[src/common/dcache_pkg.sv]
`default_nettype none

package dcache_pkg;

    // 4-way, 16 sets, 8 words per line
    localparam int num_ways    = 4;
    localparam int num_sets    = 16;
    localparam int line_words  = 8;
    localparam int word_bytes  = 4;
    localparam int way_bits    = 2;
    localparam int index_bits  = 4;
    localparam int offset_bits = 3;
    localparam int align_bits  = 2;
    localparam int tag_bits    = 23;

    typedef logic [8*word_bytes-1:0] word_t;
    typedef logic [word_bytes-1:0]   strobe_t;
    typedef logic [way_bits-1:0]     way_t;
    typedef logic [index_bits-1:0]   index_t;
    typedef logic [offset_bits-1:0]  offset_t;
    typedef logic [tag_bits-1:0]     tag_t;

    // tree bits, one set
    typedef logic [num_ways-2:0] plru_t;

    // one word in the data array
    typedef struct packed {
        way_t    way;
        index_t  index;
        offset_t offset;
    } data_addr_t;

    typedef struct packed {
        tag_t                  tag;
        index_t                index;
        offset_t               offset;
        logic [align_bits-1:0] align;
    } addr_fields_t;

    typedef union packed {
        logic [31:0]  raw;
        addr_fields_t fields;
    } cache_addr_u;

    // zero strobe is a read
    typedef struct packed {
        logic        valid;
        cache_addr_u addr;
        strobe_t     strobe;
        word_t       data;
    } dbus_req_t;

    typedef struct packed {
        logic  addr_ok;
        logic  data_ok;
        word_t data;
    } dbus_resp_t;

    typedef struct packed {
        logic        valid;
        logic        is_write;
        cache_addr_u addr;
        word_t       data;
    } cbus_req_t;

    typedef struct packed {
        logic  ready;
        logic  last;
        word_t data;
    } cbus_resp_t;

    typedef enum logic [1:0] {
        IDLE,
        WRITEBACK,
        FETCH
    } miss_state_t;

endpackage

`default_nettype wire

[src/dcache/dcache_tag_array.sv]
`timescale 1ns/1ps
`default_nettype none

module dcache_tag_array (
    input  logic               clk,
    input  logic               resetn,
    input  dcache_pkg::index_t req_index,
    input  dcache_pkg::tag_t   req_tag,
    input  logic               fill_en,
    input  dcache_pkg::way_t   fill_way,
    output logic               hit,
    output dcache_pkg::way_t   hit_way,
    input  dcache_pkg::way_t   victim_way,
    output logic               victim_valid,
    output dcache_pkg::tag_t   victim_tag
);
    import dcache_pkg::*;

    logic [num_sets-1:0][num_ways-1:0] valid_bits;
    tag_t                              tags [num_sets][num_ways];
    logic [num_ways-1:0]               way_match;

    // all ways of the set compared at once
    always_comb begin
        hit_way = '0;
        for (int w = 0; w < num_ways; w++) begin
            way_match[w] = valid_bits[req_index][w] && (tags[req_index][w] == req_tag);
            if (way_match[w]) begin
                hit_way = way_t'(w);
            end
        end
    end

    assign hit = |way_match;

    assign victim_valid = valid_bits[req_index][victim_way];
    assign victim_tag   = tags[req_index][victim_way];

    always_ff @(posedge clk) begin
        if (resetn) begin
            valid_bits <= '0;
        end else if (fill_en) begin
            valid_bits[req_index][fill_way] <= 1'b1;
        end
    end

    always_ff @(posedge clk) begin
        if (fill_en) begin
            tags[req_index][fill_way] <= req_tag;
        end
    end

endmodule

`default_nettype wire

[config.mk]
export PLATFORM = sky130hd
export DESIGN_NAME = dcache_tag_array
export DESIGN_NICKNAME = d
export VERILOG_FILES = /design/src/common/dcache_pkg.sv /design/src/dcache/dcache_tag_array.sv
export SDC_FILE = /design/constraint.sdc
export NUM_CORES = 1
export LEC_CHECK = 0
export BUFFER_PORTS_ARGS = -buffer_cell sky130_fd_sc_hd__buf_2
export CAP_MARGIN = 20
export CORE_ASPECT_RATIO = 1.75
export CORE_UTILIZATION = 40
export CTS_CLUSTER_DIAMETER = 50
export DETAILED_ROUTE_END_ITERATION = 8
export SLEW_MARGIN = 25
export SYNTH_ARGS = -nofsm -noshare
export SYNTH_HDL_FRONTEND = slang
export SYNTH_SLANG_ARGS = --single-unit
[constraint.sdc]
create_clock -name clk -period 11.45 [get_ports clk]
set_input_delay 2.29 -clock clk [delete_from_list [all_inputs] [get_ports clk]]
set_output_delay 2.29 -clock clk [all_outputs]
set_load 0.01 [all_outputs]
==> out/qor.yml <==
status:
  outcome: "complete, no violations"
floorplan:
  boundaryPins: 61
  rows: 191
  die_x_microns: 300.5
  fp.coreArea_sq_um: 154900
  fp.dieH_microns: 524.4
  start_util_pct: 40.28
  dieArea_sq_um: 157600
setup_path:
  crit_path_start: "req_index[3]"
  r2r-end: "valid_bits[57]"
  critPathMaxFanout: 57
  criticalPathCategory: "primary input to primary output"
  cp_top_family: "compound AO/OA/AOI/OAI gates"
  crit_path_cell_trace: "buf_8 -> buf_4 -> mux4_2 -> nor2_1 -> a221oi_1 -> mux2_2 -> a2111o_1 -> a2111oi_0 -> nand4_1 -> o21ai_1 -> buf_2"
  reg2regPathDepth: 2
  worst_path_max_delay_cell: "buf_4"
  cpPeakStageDelay_ns: 0.82
  worst_ep_required_time_ns: 9.16
  startpoint_type: "primary input"
  cp_data_arrival_time_ns: 7.13
  cp.depth: 11
  end_kind: "primary output"
  ff2ff_setup_slack_ns: 10.82
  path_buf_inv: 3
  worstSetupEndpoint: "hit_way[0]"
  worstReg2RegStart: "valid_bits[57]"
logic_synthesis:
  avgSynthCellArea_sq_um: 18.87
  synth_nets: 3340
  synthCells: 3306
  yosysUniqueCellTypes: 67
  synth_commonest_cells: "edfxtp_1, mux4_2, mux2i_1"
  yosysTopAreaCell: "edfxtp_1"
  ys_seq_elements: 1536
  synth_top_area_share_pct: 70.86
  async_reset_ff_share_pct: 0
  yosysMostFrequentCell: "edfxtp_1"
  synth_edf_count: 1472
  ys.flop_type: "edfxtp_1"
  synthMuxAreaShare_pct: 16.86
  synth_xor_area_share_pct: 1.699
  ys_seq_area_share_pct: 72.91
  synthAdderAreaFrac_pct: 0
  synth_top_cells_by_area: "edfxtp_1, mux4_2, mux2i_1, dfxtp_1, nor2_1"
  synth_compound_area_share_pct: 3.359
  yosys_warnings: 0
  synth_area_sq_um: 62380
  synth_top_family_by_area: "multiplexers"
  synth-simple-area-share_pct: 3.293
clock_tree:
  hold_buffers: 0
  cts_post_setup_buffers_inserted: 0
  cts_buffer_depth: 3
  clk_transition_reported_paths_ns: 0.06
  cts_tree: "yes"
  ctsResizeCount: 0
  cts_htree_levels: 4
  clockRootBuffer: "clkbuf_16"
  cts-buffers-inserted: 135
  cts.sink_count: 1536
  clk_latency_ns: 0.77
placement:
  dp.cells: 5347
  dpl_worst_slack_ns: 2.299
  io_buffers: 60
  hpwl_microns: 122500
  gp_congestion: 0.9834
sta:
  fmax_mhz: 106.1
  relSlewSlack_pct: 17.11
  finalSetupViolations: 0
  fin_crit_sh_pct: 82.28
  min_period_ns: 9.421
  tightest_slew_ns: 1.209
  slew_viol_final: 0
  hold_viol: 0
  whs_ns: 0.4672
  fin_ws_ns: 2.029
  rsz0062_at_grt: "no"
  tns_ns: 0
  skew_ns: 0
power:
  power.leakage_nw: 22.63
  finalPower_w: 0.01164
  p_per_area_nw_per_um2: 166.2
  vdd_drop_max_v: 0.0001183
route:
  drtPass1Iterations: 9
  dr_total_vias: 33427
  drt_wl_total_microns: 192000
  ant_nets: 0
  drt_iter0_drc: 3823
  route.detailed.drc: 0
  viasPerCell: 5.974
  wl_per_cell_microns: 34.32
final_layout:
  area_growth_pct: 12.21
  fin_nets: 3493
  fin_cells: 5595
  n_fill_cell: 13221
  drive_gt1_share_pct: 23.18
run:
  max-cap-violations: 0
grt:
  grt_overflow: 0
  antenna_found_initial: 12
  grt_max_degree: 94
  grt_pass1_vias: 33442
  grt_pass1_wl_microns: 265100
  track_usage_pct: 24.38
min_path:
  holdCritPathClass: "flip-flop to flip-flop"
[cell usage in the layout (no fill, tap or decap), types with 64 or more instances in the layout]
cell type / Yosys / final
mux4_2: 318 / 318
dfxtp_1: 64 / 64
edfxtp_1: 1472 / 1472
mux2i_1: 307 / 306
a22oi_1: 91 / 91
nor2_1: 227 / 186
xnor2_1: 90 / 90
clkbuf_16: 0 / 137
buf_4: 29 / 156
nand2_1: 132 / 132
[layer usage]
metal  share of wire [%]  global-route usage (%)  wire [microns]  up-vias
li1                    -                       -               -    13648
met1                  35                   27.87           66340    17596
met4                 8.5                   17.77           16380        4
met5               0.014                       0              27        -
met2                  50                   41.05           96350     1670
met3                 6.7                   4.121           12940      509
[worst min path at each step]
stage	from	endpoint	slack, ns	cells past startpoint
after global placement	valid_bits[59]	valid_bits[59]	0.44	2
after CTS	valid_bits[9]	valid_bits[9]	0.47	2
final	valid_bits[12]	valid_bits[12]	0.47	2
after detailed placement	valid_bits[9]	valid_bits[9]	0.46	2
after global routing	valid_bits[60]	valid_bits[60]	0.49	2
after floorplan	valid_bits[10]	valid_bits[10]	0.43	2
[flip-flops by register name, indices dropped and copies added (netlist names)]
signal / flops
tags: 1472
valid_bits: 64
[where the power goes]
group          internal (W)  leakage, nW  switching (W)
Sequential          0.00619         13.8     0.00000872
Clock               0.00249         2.11        0.00206
Combinational      0.000280         6.76       0.000610
Total               0.00896         22.6        0.00267
[kinds of logic after synthesis]
group	Yosys count
AO/OA/AOI/OAI	303
multiplexers	650
XOR/XNOR	121
buffers and inverters	218
flip-flops	1536
AND/OR/NAND/NOR	478
[per-stage QoR]
stage	util, %	instance area (sq um)
after CTS	45.19	69970
after floorplan	-	62380
after global placement	42.38	65630
after detailed placement	42.38	65630
after global routing	45.20	69990
final	45.20	70000
[worst reg2reg max path, delay by kind of cell, from the launching register on]
family | cells | cell delay [ns]
flops | 1 | 0.32
simple gates | 2 | 0.16
[layout make-up]
type,count,area [sq um],area share (%)
timing repair buffer,217,1567,2.238
inverter,17,67.56,0.09652
antenna,5,12.51,0.01787
sequential,1536,45480,64.98
clock buffer,185,3649,5.212
tap,2026,2535,3.621
clock inverter,57,696.9,0.9956
multi-input combinational,1552,15990,22.84
Note: power is estimated with default switching activity, not from simulation.
