--- src/common/dcache_pkg.sv ---
`default_nettype none

package dcache_pkg;

    // 4-way, 16 sets, 8 words per line
    localparam int num_ways    = 4;
    localparam int num_sets    = 16;
    localparam int line_words  = 8;
    localparam int word_bytes  = 4;
    localparam int way_bits    = 2;
    localparam int index_bits  = 4;
    localparam int offset_bits = 3;
    localparam int align_bits  = 2;
    localparam int tag_bits    = 23;

    typedef logic [8*word_bytes-1:0] word_t;
    typedef logic [word_bytes-1:0]   strobe_t;
    typedef logic [way_bits-1:0]     way_t;
    typedef logic [index_bits-1:0]   index_t;
    typedef logic [offset_bits-1:0]  offset_t;
    typedef logic [tag_bits-1:0]     tag_t;

    // tree bits, one set
    typedef logic [num_ways-2:0] plru_t;

    // one word in the data array
    typedef struct packed {
        way_t    way;
        index_t  index;
        offset_t offset;
    } data_addr_t;

    typedef struct packed {
        tag_t                  tag;
        index_t                index;
        offset_t               offset;
        logic [align_bits-1:0] align;
    } addr_fields_t;

    typedef union packed {
        logic [31:0]  raw;
        addr_fields_t fields;
    } cache_addr_u;

    // zero strobe is a read
    typedef struct packed {
        logic        valid;
        cache_addr_u addr;
        strobe_t     strobe;
        word_t       data;
    } dbus_req_t;

    typedef struct packed {
        logic  addr_ok;
        logic  data_ok;
        word_t data;
    } dbus_resp_t;

    typedef struct packed {
        logic        valid;
        logic        is_write;
        cache_addr_u addr;
        word_t       data;
    } cbus_req_t;

    typedef struct packed {
        logic  ready;
        logic  last;
        word_t data;
    } cbus_resp_t;

    typedef enum logic [1:0] {
        IDLE,
        WRITEBACK,
        FETCH
    } miss_state_t;

endpackage

`default_nettype wire

--- src/dcache/dcache_plru.sv ---
`timescale 1ns/1ps
`default_nettype none

module dcache_plru (
    input  logic               clk,
    input  logic               resetn,
    input  dcache_pkg::index_t req_index,
    input  logic               touch,
    input  dcache_pkg::way_t   touch_way,
    output dcache_pkg::way_t   victim_way
);
    import dcache_pkg::*;

    plru_t [num_sets-1:0] tree;
    plru_t                cur;
    plru_t                next;

    assign cur = tree[req_index];

    // bit 0 picks the half, bits 1 and 2 the way inside it
    assign victim_way = cur[0] ? {1'b1, cur[2]} : {1'b0, cur[1]};

    always_comb begin
        next    = cur;
        next[0] = ~touch_way[1];
        if (touch_way[1]) begin
            next[2] = ~touch_way[0];
        end else begin
            next[1] = ~touch_way[0];
        end
    end

    always_ff @(posedge clk) begin
        if (resetn) begin
            tree <= '0;
        end else if (touch) begin
            tree[req_index] <= next;
        end
    end

endmodule

`default_nettype wire

--- config.mk ---
export PLATFORM = sky130hd
export DESIGN_NAME = dcache_plru
export DESIGN_NICKNAME = d
export VERILOG_FILES = /design/src/common/dcache_pkg.sv /design/src/dcache/dcache_plru.sv
export SDC_FILE = /design/constraint.sdc
export NUM_CORES = 1
export LEC_CHECK = 0
export ABC_AREA = 1
export BUFFER_PORTS_ARGS = -buffer_cell sky130_fd_sc_hd__buf_2
export CAP_MARGIN = 10
export CELL_PAD_IN_SITES_DETAIL_PLACEMENT = 1
export CELL_PAD_IN_SITES_GLOBAL_PLACEMENT = 2
export CORE_ASPECT_RATIO = 0.75
export CORE_MARGIN = 2
export CORE_UTILIZATION = 38
export CTS_BUF_LIST = sky130_fd_sc_hd__clkbuf_16
export CTS_CLUSTER_SIZE = 14
export DETAILED_ROUTE_END_ITERATION = 8
export PLACE_DENSITY_LB_ADDON = 0.08
export SYNTH_ARGS = -nofsm -noshare
export SYNTH_HDL_FRONTEND = slang
export SYNTH_SLANG_ARGS = --single-unit
--- constraint.sdc ---
create_clock -name clk -period 2.65 [get_ports clk]
set_clock_uncertainty 0.1 [all_clocks]
set_input_delay 0.3975 -clock clk [delete_from_list [all_inputs] [get_ports clk]]
set_output_delay 0.3975 -clock clk [all_outputs]
set_load 0.02 [all_outputs]
==> key figures <==
Cells and area
  • Antenna cell count: 0
  • Layout cells sized above 1: 14.7%
  • Max reg flops: 48
  • Final cell count without fillers: 397
  • Layout Utilization: around 43%
  • Top Registers: tree (48)
  • Fillers: roughly 730
  • Largest reg by FF count: tree
  • Seq. cell area: around 960 um^2
  • Area grow syn2layout: 9.09%
  • Layout Nets: 327
  • Area of the multi-input gates: around 0.0012 mm^2

Synthesis
  • Synth warnings: 0
  • Post-synthesis adder-cell area fraction: 0%
  • Synth Area per Inst: around 7.3 um^2
  • Simple-gate area share of the yosys netlist: ~25%
  • Yosys reg bits: between 40 and 50
  • Main combinational cell family by area after synthesis: compound AO/OA/AOI/OAI gates
  • Post-synthesis xor/xnor area fraction: 0%
  • Synth Area in Compound Gates: 25.6%
  • Sequential area share after synthesis: roughly 42%
  • Mapped Nets: 320
  • Multiplexer area fraction after synthesis: 0%
  • Gate Count Post-Synth: between 300 and 400
  • Count of different cell masters after synthesis: 20
  • Syn Std Cell Area: between 0.002 and 0.0025 mm^2

Setup path
  • RR Endpoint: tree[16]
  • Worst setup SP type: input port
  • CP Capture Type: primary output
  • Reg2reg start: tree[7]
  • CP max FO: 12
  • CP arrival: ~1.8 ns
  • R2r setup slk: ~1.1 ns
  • Worst Path Required: 2.15 ns
  • Critical path class: in -> out
  • Reg2Reg Depth: 10

Power
  • Static leakage: approximately 1.1 nW
  • VDD IR max: ~0.00023 V
  • Pwr Density: roughly 600 mW/mm^2

Min path
  • Hold_sp: tree[10]
  • Hold path depth: 2
  • Hold endpoint: tree[10]
  • Hold Path Class: reg -> reg

Route
  • Via/cell ratio: roughly 5.2
  • Final wirelength: 6590 um
  • Wirelength per Cell: ~17 um
  • Vias post-DR: 2060
  • Drt drc: 0
  • Initial DRC Count: 88
  • Antenna Violating Nets Remaining: 0
  • Drt pass-1 iters: 4

GRT
  • Met1 usage: roughly a third
  • Vias in the first global route: between 2000 and 2500
  • Met2 Track Usage GR: 31.0%
  • GR Util All Layers: a little over a fifth
  • GRT busiest layer: met1
  • First-pass GRT wire length: between 10000 and 15000 um
  • Grt met3 use: under 10%
  • Grt ovf: 0
  • Number of antenna violations at the first check in global routing: 0
  • Pin count of the biggest net entering global routing: 49

Timing
  • Final setup violation count: 0
  • Sum Neg Setup Slack: 0 ns
  • Period minus WS final: ~2.3 ns
  • Pins Over Slew Limit: 0
  • Min Hold Slack: around 0.45 ns
  • Period utilization: about 87%
  • RSZ-0062 raised after global routing: no
  • Slew headroom: 71.3%
  • Fmax: about 430 MHz
  • PnR worst setup slack: 0.346 ns
  • Worst Max-Slew Pin Slew: 0.431 ns
  • Count of final hold-check violations: 0

Place
  • Pre-CTS worst setup slack: 0.367 ns
  • Placer's final routability congestion estimate: between 0.7 and 0.8
  • Post-DP HPWL: about 4500 um
  • Buffers on Ports: 10
  • Placed instance count: ~390

Floorplanning
  • Die Span Y: 71.0 um
  • Horiz. Die Dim: between 90 and 100 um
  • Die Footprint: between 0.006 and 0.007 mm^2
  • Row cnt: 24
  • Core area: 0.00580 mm^2
  • I/O Pins: 11
  • Initial core utilization: roughly 39%

Clock tree
  • Worst-Skew Late Latency: between 0.2 and 0.3 ns
  • Number of clock sinks: 48
  • H-tree depth: 2
  • Hold buffers post-CTS: 0
  • Post-CTS Resized: 0
  • CTS tree: done
  • Clock tree buffer depth: 2
  • Postcts setup bufs: 0
  • CTS buffer count: 5
  • Clock transition at path regs: roughly 0.060 ns
  • Clk root buf: clkbuf_16

Flow run
  • MaxCap Viol Count: 0

Run status
  • Status: finished, final reports clean
==> cell type report <==
type,instances,share of cell area (%)
clock buffers,5,5.05
clock inverters,3,0.455
inverters,12,2.37
multi-input cells,238,46.5
flip-flops and latches,48,38.8
well taps,78,3.94
repair buffers,13,2.93
==> worst max-delay path, cell delays in order <==
cell and delay, ns:
buf_2 0.28, bufinv_8 0.27, nor2_4 0.17, a22oi_1 0.11, nand2_1 0.08, nand2_1 0.06, nand2_1 0.11, nor2_1 0.07
nand2_1 0.06, nand2_1 0.05, buf_2 0.15
==> cell families (layout without fill, tap and decap cells) <==
logic type	Yosys count	after routing
compound gates	105	105
buf+inv	25	33
flops	48	48
simple gates	133	133
==> where the power goes <==
part           internal, W  switching, W  total, W  leakage (nW)
combinational    0.0000351      0.000100  0.000135         0.657
sequential        0.000737    0.00000894  0.000746         0.388
clock             0.000340      0.000263  0.000603        0.0738
total              0.00111      0.000372   0.00148          1.12
==> worst max path at each step <==
stage                      start  cells past startpoint  slack, ns            end
finish              req_index[1]                     11       0.35  victim_way[0]
global route        req_index[0]                     11       0.22  victim_way[0]
CTS                 req_index[1]                     11       0.36  victim_way[0]
detailed placement  req_index[1]                     11       0.37  victim_way[0]
global placement    req_index[1]                     11       0.37  victim_way[0]
floorplan           req_index[0]                     11       0.72  victim_way[0]
==> per-layer routing <==
metal  up-vias  part of all wire (%)
li1       1042                     -
met1       986                    55
met2        26                    41
met3         6                   2.7
met4         0                   1.0
met5         -                     0
==> placed cells by master (no fill, tap or decap) <==
master / n
nand2_4: 2
nor2_4: 3
a22oi_1: 8
clkinv_1: 1
nand2_1: 104
dfxtp_1: 48
nand2_2: 3
nor2_1: 11
buf_4: 3
bufinv_8: 1
buf_2: 10
inv_2: 1
o21bai_1: 1
nor2_2: 10
o21ai_0: 48
a21oi_2: 9
clkbuf_16: 5
a21oi_1: 39
inv_1: 12
==> synth_stat cells, drive strengths merged <==
master  count  area (um^2)
nor2       24          138
a22oi       8         60.1
o21bai      1         7.51
a21oi      48          274
clkbuf      6         22.5
o21ai      48          240
inv        11         41.3
buf         7         77.6
nand2     109          432
bufinv      1         17.5
dfxtp      48          961
==> metrics by stage <==
step / total power [W] / instance area (um^2)
detailed placement: 0.000897 / 2340
CTS: 0.00150 / 2480
global route: 0.00154 / 2480
finish: 0.00148 / 2480
floorplan: 0.000861 / 2270
global placement: 0.000896 / 2340
No activity file was read; power rests on OpenSTA's default activity.
