$ cat config.mk
export PLATFORM = sky130hd
export DESIGN_NAME = dcache_miss_ctrl
export DESIGN_NICKNAME = d
export VERILOG_FILES = /design/src/common/dcache_pkg.sv /design/src/dcache/dcache_miss_ctrl.sv
export SDC_FILE = /design/constraint.sdc
export NUM_CORES = 1
export LEC_CHECK = 0
export ABC_AREA = 1
export BUFFER_PORTS_ARGS = -buffer_cell sky130_fd_sc_hd__buf_2
export CAP_MARGIN = 20
export CELL_PAD_IN_SITES_DETAIL_PLACEMENT = 0
export CELL_PAD_IN_SITES_GLOBAL_PLACEMENT = 1
export CORE_ASPECT_RATIO = 1.25
export CORE_MARGIN = 8
export CORE_UTILIZATION = 29
export DETAILED_ROUTE_END_ITERATION = 12
export PLACE_DENSITY = 0.84
export SLEW_MARGIN = 20
export SYNTH_ARGS = -nofsm -noshare
export SYNTH_HDL_FRONTEND = slang
export SYNTH_SLANG_ARGS = --single-unit
export TNS_END_PERCENT = 100
$ cat constraint.sdc
create_clock -name clk -period 6 [get_ports clk]
set_clock_uncertainty 0.05 [all_clocks]
set_input_delay 0.3 -clock clk [delete_from_list [all_inputs] [get_ports clk]]
set_output_delay 0.3 -clock clk [all_outputs]
set_load 0.05 [all_outputs]
$ cat src/common/dcache_pkg.sv
`default_nettype none

package dcache_pkg;

    // 4-way, 16 sets, 8 words per line
    localparam int num_ways    = 4;
    localparam int num_sets    = 16;
    localparam int line_words  = 8;
    localparam int word_bytes  = 4;
    localparam int way_bits    = 2;
    localparam int index_bits  = 4;
    localparam int offset_bits = 3;
    localparam int align_bits  = 2;
    localparam int tag_bits    = 23;

    typedef logic [8*word_bytes-1:0] word_t;
    typedef logic [word_bytes-1:0]   strobe_t;
    typedef logic [way_bits-1:0]     way_t;
    typedef logic [index_bits-1:0]   index_t;
    typedef logic [offset_bits-1:0]  offset_t;
    typedef logic [tag_bits-1:0]     tag_t;

    // tree bits, one set
    typedef logic [num_ways-2:0] plru_t;

    // one word in the data array
    typedef struct packed {
        way_t    way;
        index_t  index;
        offset_t offset;
    } data_addr_t;

    typedef struct packed {
        tag_t                  tag;
        index_t                index;
        offset_t               offset;
        logic [align_bits-1:0] align;
    } addr_fields_t;

    typedef union packed {
        logic [31:0]  raw;
        addr_fields_t fields;
    } cache_addr_u;

    // zero strobe is a read
    typedef struct packed {
        logic        valid;
        cache_addr_u addr;
        strobe_t     strobe;
        word_t       data;
    } dbus_req_t;

    typedef struct packed {
        logic  addr_ok;
        logic  data_ok;
        word_t data;
    } dbus_resp_t;

    typedef struct packed {
        logic        valid;
        logic        is_write;
        cache_addr_u addr;
        word_t       data;
    } cbus_req_t;

    typedef struct packed {
        logic  ready;
        logic  last;
        word_t data;
    } cbus_resp_t;

    typedef enum logic [1:0] {
        IDLE,
        WRITEBACK,
        FETCH
    } miss_state_t;

endpackage

`default_nettype wire

$ cat src/dcache/dcache_miss_ctrl.sv
`timescale 1ns/1ps
`default_nettype none

module dcache_miss_ctrl (
    input  logic                   clk,
    input  logic                   resetn,
    input  dcache_pkg::dbus_req_t  dreq,
    input  logic                   hit,
    input  dcache_pkg::way_t       hit_way,
    input  dcache_pkg::way_t       victim_way,
    input  logic                   victim_valid,
    input  dcache_pkg::tag_t       victim_tag,
    output logic                   fill_en,
    output dcache_pkg::way_t       fill_way,
    output logic                   touch,
    output logic                   p2_en,
    output dcache_pkg::strobe_t    p2_strobe,
    output dcache_pkg::data_addr_t p2_addr,
    output dcache_pkg::word_t      p2_wdata,
    input  dcache_pkg::word_t      p2_rdata,
    input  dcache_pkg::word_t      p1_rdata,
    output dcache_pkg::dbus_resp_t dresp,
    output dcache_pkg::cbus_req_t  dcreq,
    input  dcache_pkg::cbus_resp_t dcresp
);
    import dcache_pkg::*;

    miss_state_t                       state;
    logic [num_sets-1:0][num_ways-1:0] dirty;
    offset_t                           beat;
    logic                              rd_ok;
    logic                              data_ok;
    logic                              accept;
    logic                              victim_dirty;
    logic                              beat_done;
    index_t                            req_index;
    cache_addr_u                       burst_addr;

    assign req_index    = dreq.addr.fields.index;
    assign accept       = dreq.valid && (state == IDLE) && hit;
    assign victim_dirty = victim_valid && dirty[req_index][victim_way];
    assign beat_done    = dcreq.valid && dcresp.ready;

    always_ff @(posedge clk) begin
        if (resetn) begin
            state <= IDLE;
            beat  <= '0;
            rd_ok <= 1'b0;
        end else begin
            case (state)
                IDLE: begin
                    beat  <= '0;
                    rd_ok <= 1'b0;
                    if (dreq.valid && !hit) begin
                        state <= victim_dirty ? WRITEBACK : FETCH;
                    end
                end
                WRITEBACK: begin
                    // word is read one cycle ahead of its beat
                    if (beat_done) begin
                        rd_ok <= 1'b0;
                        beat  <= beat + offset_t'(1);
                        if (dcresp.last) begin
                            beat  <= '0;
                            state <= FETCH;
                        end
                    end else begin
                        rd_ok <= 1'b1;
                    end
                end
                FETCH: begin
                    if (beat_done) begin
                        beat <= beat + offset_t'(1);
                        if (dcresp.last) begin
                            beat  <= '0;
                            state <= IDLE;
                        end
                    end
                end
                default: begin
                    state <= IDLE;
                end
            endcase
        end
    end

    always_ff @(posedge clk) begin
        if (resetn) begin
            dirty <= '0;
        end else if (accept && |dreq.strobe) begin
            dirty[req_index][hit_way] <= 1'b1;
        end else if (fill_en) begin
            dirty[req_index][victim_way] <= 1'b0;
        end
    end

    always_ff @(posedge clk) begin
        if (resetn) begin
            data_ok <= 1'b0;
        end else begin
            data_ok <= accept;
        end
    end

    // refill writes and write-back reads share port 2
    assign p2_en     = ((state == WRITEBACK) && !rd_ok) || ((state == FETCH) && dcresp.ready);
    assign p2_strobe = (state == FETCH) ? '1 : '0;
    assign p2_addr   = {victim_way, req_index, beat};
    assign p2_wdata  = dcresp.data;

    assign fill_en  = (state == FETCH) && dcresp.ready && dcresp.last;
    assign fill_way = victim_way;
    assign touch    = accept;

    // line aligned, tag of the victim while writing back
    always_comb begin
        burst_addr.fields.tag    = (state == WRITEBACK) ? victim_tag : dreq.addr.fields.tag;
        burst_addr.fields.index  = req_index;
        burst_addr.fields.offset = '0;
        burst_addr.fields.align  = '0;
    end

    assign dcreq.valid    = (state == FETCH) || ((state == WRITEBACK) && rd_ok);
    assign dcreq.is_write = (state == WRITEBACK);
    assign dcreq.addr     = burst_addr;
    assign dcreq.data     = p2_rdata;

    assign dresp.addr_ok = accept;
    assign dresp.data_ok = data_ok;
    assign dresp.data    = p1_rdata;

endmodule

`default_nettype wire

==> run_results.csv <==
group,metric,value,unit
power_and_ir_drop,p_total,1320,uW
synth,yosys.cell_types.count,28,
drt,drt_iter0_drc,452,
setup_path,required,6.14,ns
global_routing,grt_overflow,0,
clocking,clk_path_buf_depth,2,
setup_path,critPathArrivalTime,3.19,ns
min_path,min_path_type,"primary input to flip-flop",
setup_path,cp.depth,14,
die,coreArea,0.0180,sq mm
setup_path,slowest_stage,"buf_4",
clocking,worstSkewPairLatency,0.34,ns
setup_path,critPathLaunchType,"flip-flop",
setup_path,critical_path.endpoint,"dirty[27]",
setup_path,crit_family,"buffers and inverters",
synth,synth_top_area_share,27.0,%
synth,synth_cells,853,
cells_and_area,syn_to_final_growth,3.32,%
global_routing,grt_pass1_vias,5140,
synth,yosys-top-cells-area,"dfxtp_1, nand2_1, buf_4, o21ai_0, nor2_1",
clocking,cts_sinks,71,
timing,tightest_slew,0.732,ns
drt,wirelength,18600,um
timing,relSlewSlack,51.2,%
placed_design,gp_congestion,0.873,
clocking,cts_tree,"built",
timing,slew_viol_final,0,
setup_path,slowest_delay,0.57,ns
die,placementRows,55,
drt,vias_per_cell,4.89,
cells_and_area,finalNonFillerCells,1064,
global_routing,grt_pass1_wl,28700,um
setup_path,worstReg2RegEnd,"dirty[27]",
cells_and_area,post-route-util,30.3,%
setup_path,reg2reg_from,"state[0]",
clocking,cts_root_buffer,"clkbuf_16",
clocking,htreeDepth,3,
setup_path,timing.critical_path.cells,"inv_1, ha_1, nand3_1, inv_1, o21ai_4, buf_4, inv_2, or2_4, nand3_2, inv_1, nand3_1, nand2_1, nand2_1, a21oi_1",
setup_path,path_max_fanout,62,
power_and_ir_drop,p_leak,0.00230,uW
placed_design,hpwl,13400,um
synth,yosys_warnings,0,
status,outcome,"complete, no violations",
cells_and_area,fillers,2044,
cells_and_area,drive_above_1_share,17.1,%
synth,synth_fa_ha_area_share,0.950,%
setup_path,r2r_slack,2.95,ns
clocking,cts_buffers,9,
drt,ant_nets,0,
global_routing,grt_max_degree,63,
drt,wl_per_cell,17.5,um
global_routing,antenna_found_initial,0,
setup_path,crit_path_end_kind,"flip-flop",
placed_design,numPortBuffers,113,
die,die_y,167,um
cells_and_area,multi_input_area,0.00261,sq mm
timing,fin_crit_sh,50.8,%
synth,synth_xor_area_share,0,%
setup_path,crit_type,"flip-flop to flip-flop",
timing,grt_setup_unrepaired,"false",
synth,synth_top_family_by_area,"simple AND/OR/NAND/NOR gates",
power_and_ir_drop,powerDensity,242,mW/mm^2
die,dieWidth,137,um
cells_and_area,final_nets,1032,
power_and_ir_drop,vdd_ir_drop_max,0.117,mV
die,ios,348,
synth,yosysTopAreaCell,"dfxtp_1",
synth,synth-simple-area-share,26.4,%
placed_design,place_inst,1047,
timing,setup_viol,0,
cells_and_area,regArea,0.00142,sq mm
timing,max_freq,0.328,GHz
drt,dr.pass1.iters,5,
clocking,cts_resized,0,
run,cap_violations,0,
synth,avgSynthCellArea,6.18,sq um
synth,synth_seq_area_share,27.0,%
global_routing,grt_usage,16.2,%
timing,min_period,3.05,ns
synth,synth.area.mux_share,0,%
setup_path,cp-startpoint,"state[0]",
synth,synth_compound_area_share,21.6,%
die,die_area,0.0228,sq mm
timing,hold_violations,0,
clocking,clkSlewWorstSetupHoldPaths,0.06,ns
setup_path,rr_worst_depth,14,
setup_path,timing.critical_path.buf_inv,5,
synth,syn-cell-area,0.00527,sq mm
drt,drc,0,
synth,ys_seq_elements,71,
drt,vias,5201,
setup_path,cp_common_cell,"inv_1",
clocking,postCtsSetupBuffers,0,
clocking,ctsHoldBuffers,0,
die,initial_core_util,29.3,%
timing,setup-tns-final,0,ns
[metrics by stage]
step	setup slack, ns	hold slack [ns]	cell area, sq um
2_1_floorplan	3.50	0.387	5290
3_3_place_gp	2.94	0.404	5120
3_5_place_dp	2.97	0.413	5120
4_1_cts	2.94	0.186	5440
5_1_grt	2.76	0.205	5440
6_report	2.95	0.185	5450
[cell usage after synthesis, drive strengths merged]
library cell  number
clkbuf            24
nand3             15
buf              132
inv               52
conb               1
clkinv             2
nor2              79
or2                1
a21oi             50
a31oi             22
ha                 4
o21a               5
dfxtp             71
nand2            253
o2111ai            1
nor3               2
o22ai              1
a211oi             1
o21ai            137
[registers in the layout (all words and copies together) (netlist names)]
register / cells
rd_ok: 1
state: 2
dirty: 64
beat: 3
data_ok: 1
[where the power goes]
group	internal, uW	total, uW	leakage (uW)	switching [uW]
Combinational	51.1	249	0.00157	198
Clock	387	595	0.000160	209
Sequential	474	476	0.000572	1.73
Total	912	1320	0.00230	409
[worst min path at each step]
stage / startpoint / endpoint / slack, ns / depth (start not counted)
floorplan: dirty[19] / dirty[19] / 0.39 / 2
finish: victim_valid / state[0] / 0.19 / 3
CTS: victim_valid / state[0] / 0.19 / 3
global route: victim_valid / state[0] / 0.21 / 3
global placement: dirty[19] / dirty[19] / 0.40 / 2
detailed placement: dirty[49] / dirty[49] / 0.41 / 2
[area by class of cell]
type | instances | area share, %
clock buffers | 13 | 4.78
multi-input cells | 576 | 47.8
flip-flops and latches | 71 | 26.1
inverters | 54 | 3.72
repair buffers | 118 | 11.1
well taps | 228 | 5.24
clock inverters | 3 | 1.19
diodes | 1 | 0.0460
[per-layer routing]
metal | global-route usage [%] | part of all wire [%] | up-vias
met4 | 6.99 | 3.1 | 0
met5 | 0 | 0 | -
met1 | 18.3 | 40 | 2342
met2 | 27.6 | 49 | 223
li1 | - | - | 2578
met3 | 4.67 | 8.2 | 58
[cells by family (layout without fill, tap and decap cells)]
logic type	Yosys count	in the layout
other cells	1	6
flops	71	71
compound gates	217	217
fa+ha+maj	4	4
simple gates	350	350
buf+inv	210	188
[worst reg2reg max path, cell delays in order, from the launching register on]
cell,delay (ns)
dfxtp_1,0.36
inv_1,0.07
ha_1,0.23
nand3_1,0.17
inv_1,0.13
o21ai_4,0.07
buf_4,0.57
inv_2,0.20
or2_4,0.36
nand3_2,0.31
inv_1,0.14
nand3_1,0.09
nand2_1,0.05
nand2_1,0.05
a21oi_1,0.04
[layout by cell type, fill, tap and decap left out, types with 3 or more instances in the layout]
master / n
o21a_1: 5
ha_1: 4
conb_1: 5
nand2_1: 253
nand3_2: 3
o21ai_1: 35
dfxtp_1: 71
buf_4: 5
inv_1: 49
inv_2: 3
o21ai_0: 101
buf_2: 113
nor2_1: 79
a31oi_1: 22
clkbuf_16: 9
a21oi_1: 50
nand3_1: 10
Power figures use the tool's default switching activity.
